===== src/ooo_defines.svh =====
`ifndef OOO_DEFINES_SVH
`define OOO_DEFINES_SVH

`define XLEN       32   // data and pc width
`define NUM_REGS   32
`define REG_IDX_W  5
`define ROB_DEPTH  16   // window entries
`define ROB_IDX_W  4    // entry tag width
`define MUL_CYCLES 3    // multiply latency in cycles

`endif


===== src/reg_file.sv =====
`timescale 1ns/1ns
`include "ooo_defines.svh"

module reg_file (
    input  logic                  clk_in,
    input  logic                  rst_in,
    input  logic [`REG_IDX_W-1:0] rs1_addr,
    input  logic [`REG_IDX_W-1:0] rs2_addr,
    input  logic                  we,
    input  logic [`REG_IDX_W-1:0] wr_addr,
    input  logic [`XLEN-1:0]      wr_data,
    output logic [`XLEN-1:0]      rs1_data,
    output logic [`XLEN-1:0]      rs2_data
);

    logic [`XLEN-1:0] regs [`NUM_REGS];

    always_ff @(posedge clk_in) begin
        if (rst_in) begin
            for (int i = 0; i < `NUM_REGS; i++) begin
                regs[i] <= '0;
            end
        end else if (we && wr_addr != '0) begin  // x0 never written
            regs[wr_addr] <= wr_data;
        end
    end

    assign rs1_data = regs[rs1_addr];
    assign rs2_data = regs[rs2_addr];

endmodule


===== config.mk =====
export PLATFORM = sky130hd
export DESIGN_NAME = reg_file
export DESIGN_NICKNAME = d
export VERILOG_FILES = /design/src/reg_file.sv
export VERILOG_INCLUDE_DIRS = /design/src
export SDC_FILE = /design/constraint.sdc
export NUM_CORES = 2
export LEC_CHECK = 0
export BUFFER_PORTS_ARGS = -buffer_cell sky130_fd_sc_hd__buf_2
export CAP_MARGIN = 20
export CORE_MARGIN = 4
export CORE_UTILIZATION = 30
export CTS_CLUSTER_DIAMETER = 120
export DETAILED_ROUTE_END_ITERATION = 10
export GPL_TIMING_DRIVEN = 0
export PLACE_DENSITY = 0.46
export REMOVE_ABC_BUFFERS = 1
export SYNTH_ARGS = -nofsm -noshare
export SYNTH_HDL_FRONTEND = slang
export SYNTH_SLANG_ARGS = --single-unit

===== constraint.sdc =====
create_clock -name clk_in -period 2.85 [get_ports clk_in]
set_input_delay 0.57 -clock clk_in [delete_from_list [all_inputs] [get_ports clk_in]]
set_output_delay 0.57 -clock clk_in [all_outputs]
set_load 0.005 [all_outputs]

# ---- Word-level counts from Yosys, hierarchy flattened
# Memories as Yosys holds them, arrays and structs flattened.
# Cells that the tools add are included.
dict set report totals {
  in_bits 50
  ramBits 1024
  out_inout_bits 64
  reg_bits 0
  elab_cells 12
  mem_count 1
}
# name depth word_bits read_ports rd_ports_with_merged_regs wr line_no
set memory_table {}
lappend memory_table {regs 32 32 2 0 32 reg_file.sv:16} ;# logic [`XLEN-1:0] regs [`NUM_REGS];
dict set report classes {
  muxes 8
  n_reduce_logical 3
}
# operator n
set ops {}
lappend ops {{$mux W32} 1}
lappend ops {{$reduce_or A32 Y1} 1}
lappend ops {{$mux W1} 6}
lappend ops {{$mux W5} 1}
lappend ops {{$reduce_bool A5 Y1} 1}
lappend ops {{$logic_and A1 B1 Y1} 1}

# ---- Logic depth before layout (Yosys ltp)
dict set report logic_depth {
  ltp_word 7
  depth_mapped 8
  ltp_nobuf 5
}

# ---- Worst setup path after synthesis
# Ideal clock, no wire load.
dict set report synth_path {
  path_kind {input -> output}
  from {input port rs2_addr[1]}
  to {output port rs2_data[25]}
  t_required_ps 2280
  t_arrival_ps 1734
  path_stages 8
  n_path_buf 4
  setup_slack_ps 546
  cell_sequence {buf_2 buf_4 buf_4 buf_6 mux2i_1 a22oi_1 a31oi_1 nand3_1}
}
dict set report synth_via {
  elab_chain_len 1
}
# item line_no
set synth_rtl {}
lappend synth_rtl {{start: declaration} reg_file.sv:8} ;# input logic [`REG_IDX_W-1:0] rs2_addr,
lappend synth_rtl {{$mem_v2 Z32 W32} n/a}
lappend synth_rtl {{end: declaration} reg_file.sv:13} ;# output logic [`XLEN-1:0] rs2_data
# Every way passes these cells.

# ---- Final worst setup path
dict set report layout_path {
  from {input port rs2_addr[1]}
  to {output port rs2_data[6]}
}
# The elaborated chain is that of the path after synthesis.

==> summary.txt <==
Status
  • Status: finished, violations left
  • Failing checks: setup timing

Final layout
  • Area delta synth->final: 27.2%
  • Largest register FFs: 1024
  • Biggest register: regs
  • Commonest non-fill, non-tap cell in the layout: edfxtp_1
  • Layout cell share with drive strength beyond 1: 0.200
  • Sequential cell area: 30700 um^2
  • Most frequent cells in the layout: edfxtp_1, mux2i_1, and2_1, nand2_1, a21oi_1
  • # nets final: 4892
  • Fin area: 71100 um^2
  • Fillers: 17600
  • Largest regs: regs (1024)
  • Area of the multi-input gates: 25500 um^2

Global routing
  • Largest net degree at the start of global routing: 56
  • Total grt overflow: 0
  • First-pass GRT wire length: 334000 um
  • Vias in the first global route: 39500
  • Initial antenna violation count: 47
  • Gr usage total: 0.250

Worst setup path
  • CP arrival: 2440 ps
  • Crit-path max FO: 6
  • Startpoint Class: input port
  • Worst Path Required: 2280 ps
  • Crit Path Category: in -> out
  • Crit end category: primary output

Yosys
  • FF+latch count, synth: 1024
  • Synth top area share: 0.550
  • Netlist cell types: 29
  • Largest area contributor in the netlist: edfxtp_1
  • Netlist Area Pre-Place: 55900 um^2
  • Register area share after synthesis: 0.550
  • Largest cells by area after synthesis: edfxtp_1, mux2i_1, and2_1
  • Mean post-synth cell area: 12.1 um^2
  • Yosys warns: 0
  • Synth Instances: 4605

Power
  • Power per Cell Area: 537 nW/um^2
  • Maximum vdd drop: 423 uV
  • Power, Total: 0.0382 W
  • Pleak: 27.5 nW

Clock tree
  • TritonCTS Sinks: 1024
  • H-tree levels: 3
  • Max Buffers Root-to-Sink: 3
  • CTS tree: yes
  • Post-CTS Hold Buffers: 0
  • TritonCTS Buffers: 116
  • CTS Root Cell: clkbuf_16
  • Clock-pin slew on the worst setup and hold paths: 60 ps

Placement
  • Port Buf Inserts: 113
  • HPWL Detailed: 130000 um
  • Dpl cell area: 60500 um^2
  • GP Congestion: 0.764
  • Pre-CTS setup slack: -1920 ps

Timing
  • TNS Setup: -2610 ps
  • Fmax: 332 MHz
  • Fin crit period: 3010 ps
  • Final period utilization: 1.06
  • Final hold violations: 0
  • Slew @ Worst Pin: 965 ps
  • Final WS setup: -158 ps
  • Unrepaired setup endpoints after global routing: yes
  • Max-slew violation count: 0
  • Number of setup violations in the final report: 46
  • Normalized max-slew margin: 0.357

Die
  • Boundary Pins: 114
  • Area of the core: 185000 um^2
  • Rows: 158
  • Die Ht: 440 um
  • Initial Util: 0.301
  • Die W: 440 um
  • Die area: 193000 um^2

Route
  • Via density: 5.54
  • WL final: 251000 um
  • DRT antenna net count: 0
  • DRT iter0 DRCs: 4454
  • Residual DRC: 0
  • Vias: 41100
  • 1st-pass router iterations: 5
  • Drt wl/cell: 33.9 um

Worst hold path
  • Worst hold path class: in -> reg
  • Hold depth: 1

Job
  • Max Cap Viol: 0
## metal layers
| layer | vias to the layer above | GRT usage | routed length, um |
|---|---|---|---|
| met5 | - | 0 | 13 |
| met4 | 2 | 0.0961 | 10800 |
| met1 | 21400 | 0.348 | 109000 |
| met2 | 1856 | 0.394 | 114000 |
| li1 | 17400 | - | - |
| met3 | 437 | 0.0364 | 18100 |
## repair_timing
item	in CTS	in global routing
endpoints found under the setup margin	874	75
pin swaps	155	111
gates cloned	88	17
resized for setup	403	103
endpoints found under the hold margin	0	0
buffers inserted	174	40
## cell type report
class                   count  area share
well taps                2480      0.0436
clock buffers             154      0.0437
multi-input cells        3177       0.359
clock inverters            44     0.00406
repair buffers            523       0.117
diodes                     16    0.000563
flip-flops and latches   1024       0.432
## Yosys cell counts
cell type  count
buf_6         12
or2_2         33
a31oi_1       64
buf_4         63
nor2_4         7
edfxtp_1    1024
buf_1         24
nand3b_2       1
a21oi_1      192
clkbuf_4       7
a22o_1       128
or3b_4         2
or3_1          2
nand3b_1       3
nor2_1        21
clkbuf_1     218
nand3_2        1
nand2_1      196
buf_2        113
clkbuf_2       9
nand3_1      193
conb_1         1
nor2_2         7
nor3_1        64
and2_1       994
mux2i_1     1024
nand2b_1       5
nor2b_1        5
a22oi_1      192
## stage by stage
step	util	hold WS [ps]	instances
2_1_floorplan	-	682	4190
3_3_place_gp	0.310	1200	6783
3_5_place_dp	0.326	1090	6899
4_1_cts	0.378	227	7358
5_1_grt	0.383	241	7407
6_report	0.383	268	7418
## final timing paths
path	start	endpoint	slack [ps]
max	rs2_addr[1]	rs2_data[6]	-160
min	rst_in	regs[0][25]	270
## critical path, cell delays in order
cell and delay [ps]:
buf_16 110, buf_16 160, buf_16 160, buf_12 140, buf_16 130, mux2i_1 200
a22o_1 210, nor3_4 60, a31oi_4 350, nand3_2 130, buf_2 150
## cell families after synthesis
kind of cell    Yosys count  share of synthesized area
simple gates           1534                      0.157
other cells               1                  0.0000671
compound gates          576                     0.0702
mux                    1024                      0.183
buf+inv                 446                     0.0390
flops                  1024                      0.550
## power by group
| part | total (W) | leakage [nW] | internal, W | switching [W] |
|---|---|---|---|---|
| clock | 0.0142 | 1.65 | 0.00789 | 0.00628 |
| sequential | 0.0178 | 9.75 | 0.0174 | 0.000415 |
| combinational | 0.00622 | 16.1 | 0.00247 | 0.00374 |
| total | 0.0382 | 27.5 | 0.0278 | 0.0104 |
(Power assumes the default switching activity.)
