<file path="config.mk">
export PLATFORM = sky130hd
export DESIGN_NAME = alu_unit
export DESIGN_NICKNAME = d
export VERILOG_FILES = /design/src/ooo_pkg.sv /design/src/alu_unit.sv
export VERILOG_INCLUDE_DIRS = /design/src
export SDC_FILE = /design/constraint.sdc
export NUM_CORES = 2
export LEC_CHECK = 0
export CAP_MARGIN = 20
export CORE_MARGIN = 4
export CORE_UTILIZATION = 27
export CTS_BUF_LIST = sky130_fd_sc_hd__clkbuf_4
export DETAILED_ROUTE_END_ITERATION = 10
export DONT_BUFFER_PORTS = 1
export PLACE_DENSITY_LB_ADDON = 0.2
export SYNTH_ARGS = -nofsm -noshare
export SYNTH_HDL_FRONTEND = slang
export SYNTH_SLANG_ARGS = --single-unit
</file>
<file path="constraint.sdc">
create_clock -name clk_in -period 13.77 [get_ports clk_in]
set_input_delay 1.377 -clock clk_in [delete_from_list [all_inputs] [get_ports clk_in]]
set_output_delay 1.377 -clock clk_in [all_outputs]
set_load 0.005 [all_outputs]
</file>
<file path="src/ooo_defines.svh">
`ifndef OOO_DEFINES_SVH
`define OOO_DEFINES_SVH

`define XLEN       32   // data and pc width
`define NUM_REGS   32
`define REG_IDX_W  5
`define ROB_DEPTH  16   // window entries
`define ROB_IDX_W  4    // entry tag width
`define MUL_CYCLES 3    // multiply latency in cycles

`endif

</file>
<file path="src/ooo_pkg.sv">
package ooo_pkg;

    typedef enum logic [3:0] {
        OP_ADD,
        OP_SUB,
        OP_AND,
        OP_OR,
        OP_XOR,
        OP_ADDI,  // rs1 plus imm
        OP_MUL,   // low 32 bits of the product
        OP_BEQ,
        OP_BNE
    } alu_op_e;

    typedef enum logic [1:0] {
        ST_EMPTY,
        ST_WAITING,  // allocated, waiting for operands or for the alu
        ST_EXEC,
        ST_DONE
    } entry_state_e;

endpackage

</file>
<file path="src/alu_unit.sv">
`timescale 1ns/1ns
`include "ooo_defines.svh"

module alu_unit (
    input  logic                  clk_in,
    input  logic                  rst_in,
    input  logic                  flush,
    input  logic                  disp_valid,
    input  logic [`ROB_IDX_W-1:0] disp_idx,
    input  ooo_pkg::alu_op_e      disp_op,
    input  logic [`XLEN-1:0]      disp_a,
    input  logic [`XLEN-1:0]      disp_b,
    input  logic [`XLEN-1:0]      disp_imm,
    input  logic [`XLEN-1:0]      disp_pc,
    output logic                  exec_busy,
    output logic                  done_valid,
    output logic [`ROB_IDX_W-1:0] done_idx,
    output logic [`XLEN-1:0]      done_value,
    output logic [`XLEN-1:0]      done_next_pc
);
    import ooo_pkg::*;

    localparam int CNT_W = $clog2(`MUL_CYCLES + 1);

    logic             busy;
    logic [CNT_W-1:0] cnt;    // cycles left before done
    alu_op_e          op_q;
    logic [`XLEN-1:0] a_q;
    logic [`XLEN-1:0] b_q;
    logic [`XLEN-1:0] imm_q;
    logic [`XLEN-1:0] pc_q;
    logic             taken;

    always_ff @(posedge clk_in) begin
        if (rst_in || flush) begin
            busy <= 1'b0;
            cnt  <= '0;
        end else if (disp_valid) begin  // may follow a done in the same cycle
            busy     <= 1'b1;
            cnt      <= (disp_op == OP_MUL) ? CNT_W'(`MUL_CYCLES - 1) : '0;
            done_idx <= disp_idx;
            op_q     <= disp_op;
            a_q      <= disp_a;
            b_q      <= disp_b;
            imm_q    <= disp_imm;
            pc_q     <= disp_pc;
        end else if (done_valid) begin
            busy <= 1'b0;
        end else if (busy) begin
            cnt <= cnt - 1'b1;
        end
    end

    assign exec_busy  = busy;
    assign done_valid = busy && cnt == '0;

    always_comb begin
        done_value = '0;
        taken      = 1'b0;
        case (op_q)
            OP_ADD:  done_value = a_q + b_q;
            OP_SUB:  done_value = a_q - b_q;
            OP_AND:  done_value = a_q & b_q;
            OP_OR:   done_value = a_q | b_q;
            OP_XOR:  done_value = a_q ^ b_q;
            OP_ADDI: done_value = a_q + imm_q;
            OP_MUL:  done_value = a_q * b_q;  // low half kept
            OP_BEQ:  taken = a_q == b_q;
            OP_BNE:  taken = a_q != b_q;
            default: done_value = '0;
        endcase
        done_next_pc = taken ? pc_q + imm_q : pc_q + `XLEN'(4);
    end

endmodule

</file>
# Word-level counts from Yosys, hierarchy flattened
# Index checks and enable logic that the tools add are counted.
# totals
reg_bits	139
wordCells	48
out_inout_bits	70
input_bits	140
# classes
n_eq_ne	12
n_reduce_logical	8
add_sub_neg	6
n_mux	9
n_bitwise	4
mul	1
# ops
op	n
$pmux W32 S7	1
$add A32 B32 Y32	3
$add A32 B3 Y32 const B	1
$and A32 B32 Y32	1
$eq A32 B32 Y1	1
$mul A32 B32 Y32	1
$mux W32	1
$ne A32 B32 Y1	1
$or A32 B32 Y32	1
$sub A32 B32 Y32	1
$xor A32 B32 Y32	1
$eq A4 B3 Y1 const B	5
$eq A4 B2 Y1 const B	2
$mux W2	4
$eq A4 B1 Y1 const B	1
$eq A4 B4 Y1 const B	1
$logic_not A4 Y1	1
$reduce_and A2 Y1	2
$reduce_bool A2 Y1	2
$logic_not A2 Y1	1
$mux W1	2
$ne A2 B2 Y1 const B	1
$pmux W1 S2	1
$sub A2 B1 Y2 const B	1
other kinds (3)	3

# Longest topological paths before layout
# depth
ltp_word	4
depth_mapped	29
depth_no_buf	27

# Worst setup path after synthesis
# No wires, ideal clock.
# synth_path
path_type	input to register
startpoint	input flush
endpoint	register a_q[0] (enable)
cell_stages	1
setup_slack_ps	1689
arrival_ps	11252
setup_time_ps	828
path_buffers	0
t_required_ps	12942
path_cell_list	nor3b_1
# synth_between
elab_chain_cells	3
# synth_rtl
element	line_no	source
start: declaration	alu_unit.sv:7	input logic flush,
$logic_or A1 B1 Y1	alu_unit.sv:35	if (rst_in || flush) begin
$not A1 Y1 (no line)	n/a	
$reduce_and A2 Y1 (no line)	n/a	
end signal: assignment	alu_unit.sv:43	a_q <= disp_a;
end: declaration	alu_unit.sv:28	logic [`XLEN-1:0] a_q;
# Every way passes these cells.
# A chain may end at the register's enable or synchronous reset.

# Final worst setup path
# layout_path
startpoint	register a_q[6]
endpoint	output done_value[31]
# layout_between
elab_chain_cells	2
# layout_rtl
element	line_no	source
$mul A32 B32 Y32 (tied with other cells)	alu_unit.sv:67	OP_MUL: done_value = a_q * b_q;
$pmux W32 S7 *	alu_unit.sv:60	case (op_q)
end: declaration	alu_unit.sv:18	output logic [`XLEN-1:0] done_value,
# Every way passes the cells marked *; elsewhere a longest branch is shown, timed or not.

==> results.txt <==
----------------------------------------------------
[Logic synthesis]
  Count of unique library cells instantiated by Yosys ... 80
  Ys flop type ... edfxtp_1
  Syn avg cell area ... 8.82 sq um
  Sequential-to-total area share from yosys stat ... 15.4%
  Summed instance area of the synthesized netlist ... 26,900 sq um
  Cell count after synthesis ... 3,051
  Seq cells post-synth ... 139
  Share of synthesized registers carrying an async set or reset ... 0%
  Post-synth EDFFs ... 136
  Net count after synthesis ... 3,884
  Total number of yosys warnings ... 0

[Worst setup path]
  Cell family with the largest share of critical-path delay ... adder cells
  Register-to-Register Path Depth ... 7
  Source of the worst register-to-register timing path ... cnt[0]$_SDFFE_PP0P_
  Buf/Inv on CP ... 7
  Delay of the slowest critical-path stage ... ~0.9 ns
  Worst R2R End ... cnt[1]$_SDFFE_PP0P_
  WP data required ... 12.39 ns
  Worst Path Arrival ... 10.04 ns
  R2r setup slk ... around 12 ns
  Launching element type of the critical path ... flop
  Most frequent cell on the critical path ... fa_1
  Kind of critical path ... reg2out
  Slowest cell on crit path ... edfxtp_1
  CP Max Fanout ... 17
  Element type at the critical path end ... output port

[Run status]
  Status ... finished, final reports clean

[Cells and area]
  Nets ... 3,821
  Most frequent standard cell in the layout excluding fill and tap cells ... inv_1
  Fillers ... roughly 11,000
  Area taken by multi-input logic gates ... 20,500 sq um
  Share of final-layout standard cells stronger than drive strength 1 ... 3.60%
  Commonest cells after routing, fill and taps aside ... inv_1 (472), nor2_1 (420), fa_1 (411), nand2_1 (346), ha_1 (282)
  Synth-to-Final Area Change ... 6.93%
  Register area ... roughly 4100 sq um

[Clocking]
  CTS Hold Buffers Added ... 0
  Post CTS Setup Buffer Count ... 0
  H-tree level count ... 4
  Clk sinks ... 139
  Clock slew at the register clock pins of the worst setup and hold paths ... 0.19 ns
  CTS tree ... yes
  Worst-case clock buffer depth ... 2
  Latest clock arrival within the worst-skew pair ... approximately 0.75 ns
  Number of buffers inserted during clock tree synthesis ... 17
  Post-cts sizing count ... 0
  Root buffer cell ... clkbuf_4

[STA]
  Clk_skew ... 0.0176 ns
  Hold Violations, Final ... 0
  Max-slew headroom ... 25.1%
  Ratio of final minimum period to clock period ... 82.9%
  Worst Tran Pin Value ... between 1 and 1.5 ns
  Setup repair after global routing missed its margin ... no
  Setup TNS ... 0 ns
  Setup violators final ... 0
  Top achievable clock speed ... about 0.088 GHz
  Clock period minus final worst setup slack ... between 10 and 15 ns
  Number of max-slew violations in the final report ... 0

[Global routing]
  Pin count of the biggest net entering global routing ... 137
  Initial antenna violation count ... 18
  Met1 demand-to-capacity share in global routing ... roughly a quarter
  All-layer global routing usage ... about a fifth
  Most crowded layer after global routing ... met2
  Global-route congestion overflow total ... 0
  Wire length of the first global-routing pass ... about 150,000 um
  Global-route track usage on met2 ... around a third
  Global Route met3 Usage ... under 10%
  Via count of the first global-routing pass ... around 23,000

[Detailed routing]
  Antenna-violating nets left ... 0
  First-pass iteration count of the detailed router ... 6
  DR vias/cell ... 5.01
  Per-cell routed wire length ... between 20 and 25 um
  First-iteration detailed-routing DRC count ... 1,437
  Total wirelength of the detailed-routed design ... slightly above 100,000 um
  Number of vias after detailed routing ... 21,500
  Remaining design rule violation count ... 0

[Floorplanning]
  Die Height ... between 300 and 400 um
  Total number of placement rows ... 115
  Starting Density ... 27.3%
  Core Area ... 98,600 sq um
  Die Area ... 105,000 sq um
  I/O pin total ... 210
  Die width ... 324 um

[Run]
  Max-Cap Viols ... 0

[Worst hold path]
  Cell depth of the worst hold path ... 2
  Endpoint with the worst hold slack ... cnt[0]$_SDFFE_PP0P_
  Critical hold path startpoint ... cnt[0]$_SDFFE_PP0P_
  HP Class ... reg2reg

[Placement]
  Port Buffer Count ... 0
  Placer Congestion ... 0.918
  Detailed placer's ending HPWL ... 84,100 um

----------------------------------------------------
## cells in the mapped netlist (11+ instances only)
cell      number  area [sq um]
buf_1         19          71.3
o21bai_1      13          97.6
ha_1         282          3530
inv_1        472          1770
nand2_1      346          1300
o221ai_1      18           158
a31oi_1       13          81.3
a211oi_1      15           113
nand2b_1      24           150
mux2i_1       13           130
nand4_1       12          75.1
o21ai_0      131           656
a221oi_1      14           123
xnor2_1      108           946
nand3_1       31           155
xor2_1        62           543
a22oi_1       14           105
a21oi_1      117           586
nor2_1       422          1580
a21o_1        23           173
edfxtp_1     136          4080
fa_1         411          8230
o211ai_1      11          82.6
nor3_1        29           145
o31ai_1       15           113
clkinv_1      16          60.1
nor2b_1       20           125
o21a_1        15           113
clkbuf_1      93           349
and3_1        17           106
## sequential cells by signal (all words and copies together), names as in the netlist
register   flops
imm_q         32
done_idx       4
pc_q          32
a_q           32
exec_busy      1
b_q           32
cnt            2
op_q           4
## routing by layer
metal  share of wire (%)  routed length [um]
met1                  42               43600
met2                  48               49800
met3                 6.8                7060
met4                 3.0                3090
met5               0.067                  69
## per-stage QoR
stage	area, sq um	hold slack (ns)	util, %	setup slack [ns]	cells
3_3_place_gp	28400	0.530	28.8	3.26	4255
3_5_place_dp	28400	0.537	28.8	3.19	4256
5_1_grt	28800	0.532	29.2	1.85	4294
2_1_floorplan	26900	0.515	-	1.69	3051
6_report	28800	0.555	29.2	2.35	4296
4_1_cts	28700	0.494	29.2	2.21	4288
## cell families after synthesis
group,count (synthesis),synth area share (%)
fa+ha+maj,693,43.7
mux,15,0.567
flops,139,15.4
buf+inv,613,8.60
simple gates,952,14.9
compound gates,469,11.3
xor+xnor,170,5.53
## worst reg2reg max path: stages, from the launching register on
cell      delay (ns)
dfxtp_1         0.37
inv_1           0.06
ha_1            0.20
nor2b_1         0.28
nor2_1          0.07
a211oi_1        0.21
a41oi_1         0.06
nor3_1          0.13
## final cells by class
type                    instances  area share, %
inverters                     491           6.41
flip-flops and latches        139           14.4
repair buffers                 40           1.16
diodes                          8         0.0696
multi-input cells            2299           71.2
well taps                    1287           5.60
clock inverters                14          0.657
clock buffers                  18          0.470
## how the worst max path moves through the flow
| stage | from | end | cells after the start |
|---|---|---|---|
| 3_5_place_dp | a_q[6]$_DFFE_PP_ | done_value[31] | 26 |
| 2_1_floorplan | flush | a_q[0]$_DFFE_PP_ | 1 |
| 3_3_place_gp | a_q[6]$_DFFE_PP_ | done_value[31] | 26 |
| 4_1_cts | a_q[6]$_DFFE_PP_ | done_value[31] | 26 |
| 6_report | a_q[6]$_DFFE_PP_ | done_value[31] | 26 |
| 5_1_grt | a_q[6]$_DFFE_PP_ | done_value[31] | 26 |
Power is not shown: default switching activity piles up to over one toggle a cycle in this logic, so the estimate is an artifact.
