==> config.mk <==
export PLATFORM = sky130hd
export DESIGN_NAME = rename_issue
export DESIGN_NICKNAME = d
export VERILOG_FILES = /design/src/ooo_pkg.sv /design/src/rename_issue.sv
export VERILOG_INCLUDE_DIRS = /design/src
export SDC_FILE = /design/constraint.sdc
export NUM_CORES = 1
export LEC_CHECK = 0
export BUFFER_PORTS_ARGS = -buffer_cell sky130_fd_sc_hd__buf_2
export CAP_MARGIN = 20
export CORE_ASPECT_RATIO = 0.8
export CORE_UTILIZATION = 51
export DETAILED_ROUTE_END_ITERATION = 8
export GPL_TIMING_DRIVEN = 0
export PLACE_DENSITY = 0.66
export SETUP_SLACK_MARGIN = 0.02
export SLEW_MARGIN = 25
export SYNTH_ARGS = -nofsm -noshare
export SYNTH_HDL_FRONTEND = slang
export SYNTH_SLANG_ARGS = --single-unit
==> constraint.sdc <==
create_clock -name clk_in -period 7.7 [get_ports clk_in]
set_input_delay 1.54 -clock clk_in [delete_from_list [all_inputs] [get_ports clk_in]]
set_output_delay 1.54 -clock clk_in [all_outputs]
set_load 0.05 [all_outputs]
==> src/ooo_defines.svh <==
`ifndef OOO_DEFINES_SVH
`define OOO_DEFINES_SVH

`define XLEN       32   // data and pc width
`define NUM_REGS   32
`define REG_IDX_W  5
`define ROB_DEPTH  16   // window entries
`define ROB_IDX_W  4    // entry tag width
`define MUL_CYCLES 3    // multiply latency in cycles

`endif

==> src/ooo_pkg.sv <==
package ooo_pkg;

    typedef enum logic [3:0] {
        OP_ADD,
        OP_SUB,
        OP_AND,
        OP_OR,
        OP_XOR,
        OP_ADDI,  // rs1 plus imm
        OP_MUL,   // low 32 bits of the product
        OP_BEQ,
        OP_BNE
    } alu_op_e;

    typedef enum logic [1:0] {
        ST_EMPTY,
        ST_WAITING,  // allocated, waiting for operands or for the alu
        ST_EXEC,
        ST_DONE
    } entry_state_e;

endpackage

==> src/rename_issue.sv <==
`timescale 1ns/1ns
`include "ooo_defines.svh"

module rename_issue (
    input  logic                  clk_in,
    input  logic                  rst_in,
    input  logic                  issue_valid,
    input  ooo_pkg::alu_op_e      issue_op,
    input  logic [`REG_IDX_W-1:0] issue_rs1,
    input  logic [`REG_IDX_W-1:0] issue_rs2,
    input  logic [`REG_IDX_W-1:0] issue_rd,
    input  logic [`ROB_IDX_W-1:0] alloc_idx,
    input  logic                  commit_valid,
    input  logic [`ROB_IDX_W-1:0] commit_idx,
    input  logic [`REG_IDX_W-1:0] commit_rd,
    input  logic                  flush,
    output logic                  src1_pending,
    output logic [`ROB_IDX_W-1:0] src1_tag,
    output logic                  src2_pending,
    output logic [`ROB_IDX_W-1:0] src2_tag
);
    import ooo_pkg::*;

    logic [`NUM_REGS-1:0]  busy;               // register has a producer in the window
    logic [`ROB_IDX_W-1:0] tag [`NUM_REGS];    // newest producer
    logic                  writes_rd;
    logic                  commit_frees;

    assign writes_rd = issue_valid && issue_op != OP_BEQ && issue_op != OP_BNE
                       && issue_rd != '0;

    // only the newest producer releases the alias
    assign commit_frees = commit_valid && busy[commit_rd] && tag[commit_rd] == commit_idx;

    // x0 is never marked busy, so it always reads as ready
    assign src1_pending = busy[issue_rs1];
    assign src1_tag     = tag[issue_rs1];
    assign src2_pending = busy[issue_rs2];
    assign src2_tag     = tag[issue_rs2];

    always_ff @(posedge clk_in) begin
        if (rst_in || flush) begin
            busy <= '0;
        end else begin
            if (commit_frees) begin
                busy[commit_rd] <= 1'b0;
            end
            if (writes_rd) begin  // wins over a same-cycle commit to this register
                busy[issue_rd] <= 1'b1;
                tag[issue_rd]  <= alloc_idx;
            end
        end
    end

endmodule

=== Yosys cells after proc, flatten, opt, wreduce, memory -nomap -nowiden ===
Memory sizes are Yosys's and may differ from the RTL's.
Cells that the tools add are included.

* Multipliers: 0
* Bitwise gates (word level): 3
* Reduce and logical (&&, ||, !) cells: 9
* Equal/unequal tests: 3
* Shift operators: 0
* $add $sub $neg: 0
* Order comparisons: 6
* Muxes and demuxes: 16
* Div/mod/pow operators: 0

{| class="wikitable"
|+ Operator list
! cell !! number
|-
| $mux 32 || 3
|-
| $and 32x32->32 || 1
|-
| $not 32->32 || 1
|-
| $or 32x32->32 || 1
|-
| $lt 5x6->1 const B || 4
|-
| $bmux 1 s5 || 3
|-
| $demux 1 s5 || 2
|-
| $ge 5x1->1 const B || 2
|-
| $mux 1 || 8
|-
| $logic_and 1x1->1 || 7
|-
| $reduce_bool 5->1 || 1
|-
| $eq 4x4->1 || 1
|-
| $ne 4x3->1 const B || 1
|-
| $ne 4x4->1 const B || 1
|-
| $logic_or 1x1->1 || 1
|}

* Register bits: 32
* Input port bits: 37
* Memories: 1
* Output and inout port bits: 10
* Logic and storage cells: 39
* Bits in read-only memories: 0
* Bits in latches: 0
* Bits in writable memories: 128

{| class="wikitable"
|+ Memory list
! name !! words !! bits a word !! rd ports !! clocked after Yosys merged registers in !! wr ports !! RTL line !! text
|-
| tag || 32 || 4 || 3 || 0 || 1 || rename_issue.sv:25 || <nowiki>logic [`ROB_IDX_W-1:0] tag [`NUM_REGS];</nowiki>
|}

=== Longest topological paths before layout ===
* Word-level depth: 10
* Gate-level depth with buffers: 10
* Depth with buffers taken out: 8

=== Worst setup path after synthesis ===
OpenSTA, ideal clock, no wires.

* Path kind: input port to output port
* From: input issue_rs2[0]
* To: output src2_tag[0]
* Data required time: 6.160 ns
* Setup slack: 2.546 ns
* Stages on the path: 5
* Data arrival time: 3.614 ns
* Buffers on the path: 2
* Cell sequence: clkbuf_1 > clkbuf_1 > mux4_2 > mux4_2 > mux2_2

* Word-level cells in the longest chain between the ends: 1

{| class="wikitable"
|+ Ends and longest elaborated chain
! what !! RTL line !! text
|-
| start: declaration || rename_issue.sv:10 || <nowiki>input logic [`REG_IDX_W-1:0] issue_rs2,</nowiki>
|-
| $mem_v2 32x4 || - ||
|-
| end: declaration || rename_issue.sv:20 || <nowiki>output logic [`ROB_IDX_W-1:0] src2_tag</nowiki>
|}

No other way between the ends.

=== Final worst setup path ===
* From: input issue_rs2[0]
* To: output src2_tag[3]

Same word-level chain as after synthesis.

==> metrics.csv <==
stage,metric,value,unit
outcome,outcome,"complete, no violations",
critical_path,WS Path Type,input port to output port,
synthesis,largest family of logic cells by synthesized area,multiplexers,
clock_tree,H-tree lvl count,4,
critical_path,"Buf+Inv Stages, Crit Path",3,
synthesis,Synth area leader,edfxtp_1,
critical_path,RR Startpoint,tag[16][0],
pwr,combinational fraction of design power,0.125,
critical_path,critical-path cell list,clkbuf_1 -> buf_2 -> mux4_2 -> mux4_2 -> mux2_2 -> buf_2,
detailed_routing,Avg Vias per Cell,7.53,
clock_tree,clock root buffer,clkbuf_16,
pwr,Flop pwr share,0.465,
clock_tree,Clock Pin Slew Worst Setup and Hold Paths,0.06,ns
detailed_routing,WL final,31.2,mm
grt,initial antenna violation count,1,
detailed_routing,initial DRC count,970,
hold_path,WHS Path Cells,2,
timing,RSZ-0062 raised after global routing,false,
floorplan,Die Y,123,µm
synthesis,post-synthesis compound-gate area fraction,0.0673,
placed_design,routability congestion estimate,1.02,
timing,final worst path period share,0.695,
hold_path,Hold Path Class,flip-flop to flip-flop,
synthesis,Mapped Area,9290,µm²
clock_tree,number of CTS-inserted buffers,17,
timing,Slew headroom,0.236,
synthesis,Post-Synth XOR/XNOR Area,0.000943,
finish,"Core Util, Final",0.588,
finish,share of post-route cells with drive strength above 1,0.314,
timing,hold_ws,0.511,ns
synthesis,simple-gate share of the synthesized area,0.0691,
critical_path,"CP delay by family, top",multiplexers,
synthesis,Cell variety after synth,45,
synthesis,adder-cell share of the synthesized area,0,
clock_tree,worst skew pair latency,0.44,ns
critical_path,CP Data Arrival Time,3.81,ns
floorplan,# IOs,47,
grt,largest net degree at the start of global routing,33,
pwr,PD cells,196,nW/µm²
floorplan,die area,18800,µm²
detailed_routing,Final ANT Viol Nets,0,
synthesis,Post-synth EDFFs,128,
synthesis,top_reg_cell synth,edfxtp_1,
critical_path,slowest CP cell,mux4_2,
timing,setup total negative slack,0,ns
floorplan,core area,17600,µm²
placed_design,DP Area,9770,µm²
pwr,switching share of total power,0.255,
pwr,Clock power frac,0.411,
placed_design,Final HPWL DP,22.2,mm
timing,Final Setup Violations,0,
critical_path,CP required,6.16,ns
detailed_routing,Post-route DRC,0,
critical_path,CP max stage delay,0.61,ns
timing,Final Hold Fails,0,
job,max cap viols,0,
critical_path,worst-path maximum fanout,10,
synthesis,multiplexer share of the synthesized area,0.343,
pwr,Leak Pwr,3.71,nW
critical_path,R2R setup slack,4.55,ns
synthesis,Yosys warnings,0,
pwr,Worst VDD drop,0.170,mV
synthesis,register bit total from synthesis,160,
clock_tree,CTS-repair resized insts,0,
floorplan,Rows,43,
timing,Clock Skew,0.00985,ns
grt,vias in the first global route,6634,
floorplan,Die Wd,153,µm
pwr,internal power,1.51,mW
grt,total congestion overflow,0,
clock_tree,CTS tree,yes,
synthesis,sequential fraction of the synthesis area,0.483,
clock_tree,CTS sink cnt,160,
timing,Least-Margin Pin Slew,1.14,ns
pwr,NetSw,515,µW
clock_tree,CTS Hold Bufs,0,
floorplan,Starting Density,0.528,
timing,Max Freq,187,MHz
hold_path,critical hold path startpoint,busy[0],
synthesis,Syn Area/Cell,14.8,µm²
finish,post-route cell area,10300,µm²
critical_path,endpoint class of the critical path,output port,
hold_path,Worst Hold Endpoint,busy[0],
finish,Antenna diodes,0,
detailed_routing,Detailed Routing Iterations Pass 1,6,
grt,All-Layer GR Usage,0.346,
clock_tree,Setup Buffers After CTS,0,
finish,area grow syn2layout,11.3,%
clock_tree,CTS Buffer Depth,2,
critical_path,reg2reg path depth,7,
finish,"Net count, final",721,
detailed_routing,vias,6941,
synthesis,Synth Instances,626,
critical_path,RR Endpoint,busy[25],
placed_design,Port Buffer Count,36,
detailed_routing,DR WL/cell,33.8,µm
synthesis,"top cells by area, synth","edfxtp_1 (41%), mux4_2 (26%), dfxtp_1 (6.9%), mux2i_1 (6.9%), o22ai_1 (2.2%)",
timing,Final Slew Violations,0,
grt,first-pass GRT wire length,44.2,mm
synthesis,Post-synth ARST share,0,
synthesis,Synth top area share,0.414,
timing,Tmin final,5.35,ns
critical_path,Startpoint Class,input port,
## logic make-up after synthesis
family,after synthesis
AO/OA/AOI/OAI,105
XOR/XNOR,1
buffers and inverters,79
flip-flops,160
multiplexers,182
other,1
AND/OR/NAND/NOR,98
## synth_stat cells (all sizes together), types with 5 or more instances
| master | count |
|---|---|
| inv | 33 |
| buf | 24 |
| mux4 | 108 |
| or4b | 5 |
| nand2 | 35 |
| mux2 | 10 |
| a21oi | 34 |
| a31oi | 31 |
| nand4b | 5 |
| mux2i | 64 |
| clkbuf | 22 |
| nor2 | 10 |
| o22ai | 32 |
| nor4 | 10 |
| edfxtp | 128 |
| dfxtp | 32 |
## worst reg2reg max path: stages, from the launching register on
cell and delay (ns):
edfxtp_1 0.42, mux2i_1 0.32, o22ai_1 0.17, nor4_1 0.47
a21oi_1 0.14, or4_4 0.66, nor4b_4 0.63, a31oi_1 0.20
## routing by layer
layer | wire length, µm | GRT usage | vias up
li1 | - | - | 2719
met1 | 11400 | 0.442 | 3479
met2 | 13800 | 0.523 | 619
met3 | 4450 | 0.127 | 122
met4 | 1520 | 0.178 | 2
met5 | 17 | 0 | -
## power by group through the flow
stage / clock (mW) / combinational, mW / sequential (mW)
after floorplan: 0 / 0.163 / 0.958
after global placement: 0 / 0.242 / 0.959
after detailed placement: 0 / 0.247 / 0.959
after CTS: 0.831 / 0.247 / 0.941
after global routing: 0.866 / 0.260 / 0.941
final: 0.832 / 0.252 / 0.941
## how the worst max path moves through the flow
stage / startpoint / to / slack, ns / cells past startpoint
final: issue_rs2[0] / src2_tag[3] / 2.35 / 6
after CTS: issue_rs1[0] / src1_tag[0] / 1.94 / 6
after detailed placement: issue_rs1[0] / src1_tag[0] / 1.94 / 6
after global routing: issue_rs1[0] / src1_tag[0] / 2.23 / 6
after floorplan: issue_rs2[0] / src2_tag[0] / 2.55 / 5
after global placement: issue_rs1[0] / src1_tag[3] / 1.88 / 6
## cell type report
| cell class | instances | area, µm² |
|---|---|---|
| multi-input combinational | 390 | 4480 |
| buffer | 46 | 230 |
| sequential | 160 | 4480 |
| inverter | 33 | 124 |
| clock buffer | 18 | 429 |
| clock inverter | 14 | 139 |
| tap | 225 | 282 |
| timing repair buffer | 36 | 180 |
| fill | 1327 | 7250 |
## cell usage in the layout (no fill, tap or decap), types with 17 or more instances in the layout
master	synthesis	layout
o22ai_1	32	32
clkbuf_1	22	19
edfxtp_1	128	128
buf_2	12	53
mux2i_1	64	64
clkbuf_16	0	17
dfxtp_1	32	32
mux4_2	108	108
inv_1	33	33
a21oi_1	34	34
nand2_1	35	35
a31oi_1	31	31
## state kept, by name, indices dropped and copies added (netlist names)
signal,cells
busy,32
tag,128
## stage by stage
step           power [mW]  setup slack, ns  instances
2_1_floorplan        1.12             2.55        629
3_3_place_gp         1.20             1.88        890
3_5_place_dp         1.21             1.94        890
4_1_cts              2.02             1.94        922
5_1_grt              2.07             2.23        922
6_report             2.03             2.35        922
(Power assumes the default switching activity.)
